[src/logic/aes_pkg.sv]
`default_nettype none

package aes_pkg;

    // ========================================================================
    // Sizes and types
    // ========================================================================

    localparam int block_bits = 128;
    localparam int word_bits  = 32;
    localparam int byte_bits  = 8;
    localparam int num_rounds = 10;

    typedef logic [block_bits-1:0] block_t;
    typedef logic [word_bits-1:0]  word_t;
    typedef logic [3:0]            round_idx_t;

    typedef enum logic [1:0] {
        phase_load,
        phase_middle,
        phase_final,
        phase_idle
    } round_phase_t;

    typedef struct packed {
        round_phase_t phase;
        round_idx_t   key_index;
    } round_ctrl_t;

    // ========================================================================
    // Lookup tables
    // ========================================================================

    // Forward S-box, key expansion only
    localparam logic [byte_bits-1:0] sbox_table [0:255] = '{
        8'h63, 8'h7c, 8'h77, 8'h7b, 8'hf2, 8'h6b, 8'h6f, 8'hc5,
        8'h30, 8'h01, 8'h67, 8'h2b, 8'hfe, 8'hd7, 8'hab, 8'h76,
        8'hca, 8'h82, 8'hc9, 8'h7d, 8'hfa, 8'h59, 8'h47, 8'hf0,
        8'had, 8'hd4, 8'ha2, 8'haf, 8'h9c, 8'ha4, 8'h72, 8'hc0,
        8'hb7, 8'hfd, 8'h93, 8'h26, 8'h36, 8'h3f, 8'hf7, 8'hcc,
        8'h34, 8'ha5, 8'he5, 8'hf1, 8'h71, 8'hd8, 8'h31, 8'h15,
        8'h04, 8'hc7, 8'h23, 8'hc3, 8'h18, 8'h96, 8'h05, 8'h9a,
        8'h07, 8'h12, 8'h80, 8'he2, 8'heb, 8'h27, 8'hb2, 8'h75,
        8'h09, 8'h83, 8'h2c, 8'h1a, 8'h1b, 8'h6e, 8'h5a, 8'ha0,
        8'h52, 8'h3b, 8'hd6, 8'hb3, 8'h29, 8'he3, 8'h2f, 8'h84,
        8'h53, 8'hd1, 8'h00, 8'hed, 8'h20, 8'hfc, 8'hb1, 8'h5b,
        8'h6a, 8'hcb, 8'hbe, 8'h39, 8'h4a, 8'h4c, 8'h58, 8'hcf,
        8'hd0, 8'hef, 8'haa, 8'hfb, 8'h43, 8'h4d, 8'h33, 8'h85,
        8'h45, 8'hf9, 8'h02, 8'h7f, 8'h50, 8'h3c, 8'h9f, 8'ha8,
        8'h51, 8'ha3, 8'h40, 8'h8f, 8'h92, 8'h9d, 8'h38, 8'hf5,
        8'hbc, 8'hb6, 8'hda, 8'h21, 8'h10, 8'hff, 8'hf3, 8'hd2,
        8'hcd, 8'h0c, 8'h13, 8'hec, 8'h5f, 8'h97, 8'h44, 8'h17,
        8'hc4, 8'ha7, 8'h7e, 8'h3d, 8'h64, 8'h5d, 8'h19, 8'h73,
        8'h60, 8'h81, 8'h4f, 8'hdc, 8'h22, 8'h2a, 8'h90, 8'h88,
        8'h46, 8'hee, 8'hb8, 8'h14, 8'hde, 8'h5e, 8'h0b, 8'hdb,
        8'he0, 8'h32, 8'h3a, 8'h0a, 8'h49, 8'h06, 8'h24, 8'h5c,
        8'hc2, 8'hd3, 8'hac, 8'h62, 8'h91, 8'h95, 8'he4, 8'h79,
        8'he7, 8'hc8, 8'h37, 8'h6d, 8'h8d, 8'hd5, 8'h4e, 8'ha9,
        8'h6c, 8'h56, 8'hf4, 8'hea, 8'h65, 8'h7a, 8'hae, 8'h08,
        8'hba, 8'h78, 8'h25, 8'h2e, 8'h1c, 8'ha6, 8'hb4, 8'hc6,
        8'he8, 8'hdd, 8'h74, 8'h1f, 8'h4b, 8'hbd, 8'h8b, 8'h8a,
        8'h70, 8'h3e, 8'hb5, 8'h66, 8'h48, 8'h03, 8'hf6, 8'h0e,
        8'h61, 8'h35, 8'h57, 8'hb9, 8'h86, 8'hc1, 8'h1d, 8'h9e,
        8'he1, 8'hf8, 8'h98, 8'h11, 8'h69, 8'hd9, 8'h8e, 8'h94,
        8'h9b, 8'h1e, 8'h87, 8'he9, 8'hce, 8'h55, 8'h28, 8'hdf,
        8'h8c, 8'ha1, 8'h89, 8'h0d, 8'hbf, 8'he6, 8'h42, 8'h68,
        8'h41, 8'h99, 8'h2d, 8'h0f, 8'hb0, 8'h54, 8'hbb, 8'h16
    };

    localparam logic [byte_bits-1:0] inv_sbox_table [0:255] = '{
        8'h52, 8'h09, 8'h6a, 8'hd5, 8'h30, 8'h36, 8'ha5, 8'h38,
        8'hbf, 8'h40, 8'ha3, 8'h9e, 8'h81, 8'hf3, 8'hd7, 8'hfb,
        8'h7c, 8'he3, 8'h39, 8'h82, 8'h9b, 8'h2f, 8'hff, 8'h87,
        8'h34, 8'h8e, 8'h43, 8'h44, 8'hc4, 8'hde, 8'he9, 8'hcb,
        8'h54, 8'h7b, 8'h94, 8'h32, 8'ha6, 8'hc2, 8'h23, 8'h3d,
        8'hee, 8'h4c, 8'h95, 8'h0b, 8'h42, 8'hfa, 8'hc3, 8'h4e,
        8'h08, 8'h2e, 8'ha1, 8'h66, 8'h28, 8'hd9, 8'h24, 8'hb2,
        8'h76, 8'h5b, 8'ha2, 8'h49, 8'h6d, 8'h8b, 8'hd1, 8'h25,
        8'h72, 8'hf8, 8'hf6, 8'h64, 8'h86, 8'h68, 8'h98, 8'h16,
        8'hd4, 8'ha4, 8'h5c, 8'hcc, 8'h5d, 8'h65, 8'hb6, 8'h92,
        8'h6c, 8'h70, 8'h48, 8'h50, 8'hfd, 8'hed, 8'hb9, 8'hda,
        8'h5e, 8'h15, 8'h46, 8'h57, 8'ha7, 8'h8d, 8'h9d, 8'h84,
        8'h90, 8'hd8, 8'hab, 8'h00, 8'h8c, 8'hbc, 8'hd3, 8'h0a,
        8'hf7, 8'he4, 8'h58, 8'h05, 8'hb8, 8'hb3, 8'h45, 8'h06,
        8'hd0, 8'h2c, 8'h1e, 8'h8f, 8'hca, 8'h3f, 8'h0f, 8'h02,
        8'hc1, 8'haf, 8'hbd, 8'h03, 8'h01, 8'h13, 8'h8a, 8'h6b,
        8'h3a, 8'h91, 8'h11, 8'h41, 8'h4f, 8'h67, 8'hdc, 8'hea,
        8'h97, 8'hf2, 8'hcf, 8'hce, 8'hf0, 8'hb4, 8'he6, 8'h73,
        8'h96, 8'hac, 8'h74, 8'h22, 8'he7, 8'had, 8'h35, 8'h85,
        8'he2, 8'hf9, 8'h37, 8'he8, 8'h1c, 8'h75, 8'hdf, 8'h6e,
        8'h47, 8'hf1, 8'h1a, 8'h71, 8'h1d, 8'h29, 8'hc5, 8'h89,
        8'h6f, 8'hb7, 8'h62, 8'h0e, 8'haa, 8'h18, 8'hbe, 8'h1b,
        8'hfc, 8'h56, 8'h3e, 8'h4b, 8'hc6, 8'hd2, 8'h79, 8'h20,
        8'h9a, 8'hdb, 8'hc0, 8'hfe, 8'h78, 8'hcd, 8'h5a, 8'hf4,
        8'h1f, 8'hdd, 8'ha8, 8'h33, 8'h88, 8'h07, 8'hc7, 8'h31,
        8'hb1, 8'h12, 8'h10, 8'h59, 8'h27, 8'h80, 8'hec, 8'h5f,
        8'h60, 8'h51, 8'h7f, 8'ha9, 8'h19, 8'hb5, 8'h4a, 8'h0d,
        8'h2d, 8'he5, 8'h7a, 8'h9f, 8'h93, 8'hc9, 8'h9c, 8'hef,
        8'ha0, 8'he0, 8'h3b, 8'h4d, 8'hae, 8'h2a, 8'hf5, 8'hb0,
        8'hc8, 8'heb, 8'hbb, 8'h3c, 8'h83, 8'h53, 8'h99, 8'h61,
        8'h17, 8'h2b, 8'h04, 8'h7e, 8'hba, 8'h77, 8'hd6, 8'h26,
        8'he1, 8'h69, 8'h14, 8'h63, 8'h55, 8'h21, 8'h0c, 8'h7d
    };

    localparam logic [byte_bits-1:0] rcon_table [0:num_rounds-1] = '{
        8'h01, 8'h02, 8'h04, 8'h08, 8'h10, 8'h20, 8'h40, 8'h80, 8'h1b, 8'h36
    };

    // ========================================================================
    // GF(2^8) arithmetic
    // ========================================================================

    function automatic logic [byte_bits-1:0] xtime(input logic [byte_bits-1:0] b);
        return b[7] ? ((b << 1) ^ 8'h1b) : (b << 1);
    endfunction

    // Shift-and-add over the four bits of the constant
    function automatic logic [byte_bits-1:0] gf_mul(input logic [byte_bits-1:0] a,
                                                    input logic [3:0] m);
        logic [byte_bits-1:0] prod;
        logic [byte_bits-1:0] acc;
        prod = '0;
        acc  = a;
        for (int i = 0; i < 4; i++)
        begin
            if (m[i])
                prod ^= acc;
            acc = xtime(acc);
        end
        return prod;
    endfunction

    function automatic word_t inv_mix_column(input word_t col);
        logic [byte_bits-1:0] a0, a1, a2, a3;
        logic [byte_bits-1:0] b0, b1, b2, b3;
        a0 = col[31:24];
        a1 = col[23:16];
        a2 = col[15:8];
        a3 = col[7:0];
        b0 = gf_mul(a0, 4'he) ^ gf_mul(a1, 4'hb) ^ gf_mul(a2, 4'hd) ^ gf_mul(a3, 4'h9);
        b1 = gf_mul(a0, 4'h9) ^ gf_mul(a1, 4'he) ^ gf_mul(a2, 4'hb) ^ gf_mul(a3, 4'hd);
        b2 = gf_mul(a0, 4'hd) ^ gf_mul(a1, 4'h9) ^ gf_mul(a2, 4'he) ^ gf_mul(a3, 4'hb);
        b3 = gf_mul(a0, 4'hb) ^ gf_mul(a1, 4'hd) ^ gf_mul(a2, 4'h9) ^ gf_mul(a3, 4'he);
        return {b0, b1, b2, b3};
    endfunction

endpackage

`default_nettype wire

[src/logic/aes_round_ctrl.sv]
`timescale 1ns/1ps
`default_nettype none

module aes_round_ctrl
    import aes_pkg::*;
(
    input  logic        clk,
    input  logic        rst_n,
    output round_ctrl_t ctrl
);

    round_idx_t count;

    // ========================================================================
    // Round counter, saturates one past the final round
    // ========================================================================

    always_ff @(posedge clk or negedge rst_n)
    begin
        if (!rst_n)
        begin
            count <= '0;
        end
        else if (count != round_idx_t'(num_rounds + 1))
        begin
            count <= count + 1'b1;
        end
    end

    // ========================================================================
    // Phase decode
    // ========================================================================

    always_comb
    begin
        ctrl.phase     = phase_idle;
        ctrl.key_index = '0;
        if (count == '0)
        begin
            ctrl.phase     = phase_load;
            ctrl.key_index = round_idx_t'(num_rounds);
        end
        else if (count < round_idx_t'(num_rounds))
        begin
            // Keys are consumed from the end of the schedule
            ctrl.phase     = phase_middle;
            ctrl.key_index = round_idx_t'(num_rounds) - count;
        end
        else if (count == round_idx_t'(num_rounds))
        begin
            ctrl.phase     = phase_final;
            ctrl.key_index = '0;
        end
    end

endmodule

`default_nettype wire

[config.mk]
export PLATFORM = sky130hd
export DESIGN_NAME = aes_round_ctrl
export DESIGN_NICKNAME = d
export VERILOG_FILES = /design/src/logic/aes_pkg.sv /design/src/logic/aes_round_ctrl.sv
export SDC_FILE = /design/constraint.sdc
export NUM_CORES = 1
export LEC_CHECK = 0
export ABC_AREA = 1
export BUFFER_PORTS_ARGS = -buffer_cell sky130_fd_sc_hd__buf_2
export CAP_MARGIN = 20
export CORE_AREA = 2 2 39 41
export CTS_BUF_LIST = sky130_fd_sc_hd__clkbuf_8
export DETAILED_ROUTE_END_ITERATION = 8
export DIE_AREA = 0 0 41 43
export PLACE_DENSITY = 0.51
export SYNTH_ARGS = -nofsm -noshare
export SYNTH_HDL_FRONTEND = slang
export SYNTH_SLANG_ARGS = --single-unit
export TNS_END_PERCENT = 100
[constraint.sdc]
create_clock -name clk -period 1.15 [get_ports clk]
set_input_delay 0.115 -clock clk [delete_from_list [all_inputs] [get_ports clk]]
set_output_delay 0.115 -clock clk [all_outputs]
set_load 0.01 [all_outputs]
==> flow_summary_export.csv <==
group,metric,value,unit
status,status,"complete, but fails checks",
status,violations,"setup timing",
synth,synth_warnings,0,
synth,synth_common_cells,"nand2_1, inv_1, nor2_1, dfrtp_1, ha_1",
global_routing,grtUsageTotal,0.1072,
global_routing,grt_max_degree,8,
global_routing,grt_pass1_vias,270,
worst_setup_path,arrival,1.30,ns
timing,worst_pin_slew,0.2426,ns
worst_setup_path,critPathMaxStageDelay,0.43,ns
timing,finalCritPeriodShare,1.230,
power,power,0.0004383,W
die,die_w,41,um
synth,synth_top_area_frac,0.3239,
clock_tree,htree_levels,1,
final_layout,nets,66,
synth,netlist_area,309.0,um^2
synth,ys_top_cells_by_area,"dfrtp_1, ha_1, nand2_1",
die,start_util,0.2233,
worst_setup_path,rr_worst_depth,4,
power,p_leak,0.3014,nW
final_layout,largest_register,"count",
worst_setup_path,crit_slowest_cell,"dfrtp_2",
min_path,hold_path.class,"in -> async",
clock_tree,numCtsBuffers,3,
global_routing,grt_pass1_wl,1152,um
routing,drtAntennaViolNets,0,
die,die-height,43,um
synth,synth-edff-count,0,
final_layout,antenna_cells,0,
die,fp.dieArea,1763,um^2
timing,setup_violations,6,
routing,dr.pass1.iters,2,
power,power_per_cell_area,759.9,nW/um^2
die,io_pins,8,
worst_setup_path,path_class,"reg -> out",
timing,hold_violations,0,
worst_setup_path,cp_max_fo,4,
place,dp_slack,-0.1080,ns
worst_setup_path,end_kind,"output port",
synth,synth_cell_types,16,
clock_tree,root_buffer,"clkbuf_8",
routing,finalWirelength,794,um
clock_tree,clk_latency,0.21,ns
flow_run,drv_cap,0,
worst_setup_path,cp.required,1.03,ns
place,place_hpwl,489.4,um
worst_setup_path,cp-start-kind,"flip-flop",
routing,num_vias,315,
synth,syn_avg_cell_area,7.358,um^2
clock_tree,tritoncts,"built",
worst_setup_path,r2r_slack,0.04,ns
clock_tree,clk_pin_slew,0.03,ns
global_routing,overflow,0,
die,coreArea,1384,um^2
timing,setup_ws,-0.2640,ns
final_layout,largest_register_ffs,4,
place,gp_congestion,0.6312,
final_layout,top_regs,"count (4)",
routing,wl_per_cell,10.59,um
final_layout,layout-drive-gt1-share,0.6780,
routing,avgViaCountPerCell,4.200,
worst_setup_path,crit_chain,"inv_2 -> ha_4 -> a21boi_4 -> nor2_2 -> buf_2",
synth,synth_top_area_cell,"dfrtp_1",
clock_tree,clockBufferDepth,2,
place,io_buffers,7,
synth,synth.most_common_cell,"nand2_1",
global_routing,antenna_found_initial,0,
synth,syn-num-nets,47,
timing,rsz0062_at_grt,"true",
timing,slew_viol_final,0,
synth,syn_inst,42,
routing,drt_iter0_drc,1,
synth,synth-main-ff-cell,"dfrtp_1",
timing,skew,0.0002146,ns
timing,relSlewSlack,0.8381,
timing,period_needed,1.414,ns
synth,seq_area_frac_synth,0.3239,
die,rows,14,
synth,async_flop_share,1.000,
final_layout,syn2layout_area_growth,86.64,%
worst_setup_path,r2r-end,"count[2]",
worst_setup_path,rr_startpoint,"count[1]",
final_layout,fin_util,0.4168,
clock_tree,clock-sinks,4,
synth,synth-seq-cells,4,
power,vdd_drop_max,0.5069,mV
timing,fmaxAchievable,707.2,MHz
routing,drc,0,
timing,setup_tns,-1.336,ns
## final cells by class
cell class	count	area (um^2)
clock buffers	3	41.29
fillers	142	807.0
multi-input cells	31	284.0
well taps	16	20.02
inverters	7	31.28
repair buffers	14	96.34
flip-flops and latches	4	103.9
## placed cells by master, fill, tap and decap left out, types with 3 or more instances in the layout
master    count
nor2_2        4
ha_4          3
nand2_1       8
clkbuf_8      3
buf_2         6
dfrtp_2       3
buf_4         6
inv_1         3
## worst max path at each step
stage | from | endpoint
6_report | count[1] | ctrl[1]
5_1_grt | count[1] | ctrl[1]
3_5_place_dp | count[0] | ctrl[1]
4_1_cts | count[0] | ctrl[1]
3_3_place_gp | count[0] | ctrl[1]
2_1_floorplan | count[0] | ctrl[1]
## what timing repair did
action | CTS | global route
pin swaps | 3 | 7
hold buffers | 1 | 0
buffers inserted | 0 | 1
gates resized for setup | 16 | 13
hold endpoints to repair | 4 | 0
endpoints found under the setup margin | 7 | 8
## power by group
part	switching (W)	leakage (nW)	internal, W
clock network	0.0000676	0.0216	0.000223
registers	0	0.0379	0.000142
logic	0.00000283	0.242	0.00000345
total	0.0000705	0.301	0.000368
## worst max-delay path, delay by kind of cell (launching register included)
family / cells / cell delay [ns]
fa+ha+maj: 1 / 0.26
simple gates: 1 / 0.04
buf+inv: 2 / 0.20
compound gates: 1 / 0.16
flops: 1 / 0.43
## through the flow
| stage | instances | cell area, um^2 | hold slack [ns] |
|---|---|---|---|
| 6_report | 75 | 576.8 | 0.2383 |
| 5_1_grt | 75 | 576.8 | 0.2453 |
| 4_1_cts | 74 | 514.2 | 0.2265 |
| 3_5_place_dp | 70 | 406.6 | -0.07995 |
| 3_3_place_gp | 70 | 406.6 | -0.07992 |
| 2_1_floorplan | 42 | 314.1 | -0.1806 |
## cell families (layout without fill, tap and decap cells)
logic type      Yosys count  count (layout)  synth area share
xor+xnor                  3               3           0.08504
buf+inv                   7              24           0.08500
flops                     4               4            0.3239
compound gates            6               6            0.1174
fa+ha+maj                 3               3            0.1215
simple gates             19              19            0.2672
## routing by layer
layer,vias to the layer above,part of all wire,track usage
met5,-,0,0
met4,0,0.018,0.1000
met3,2,0.034,0.03141
met1,138,0.46,0.1447
met2,9,0.48,0.1281
li1,166,-,-
No activity file was read; power rests on OpenSTA's default activity.
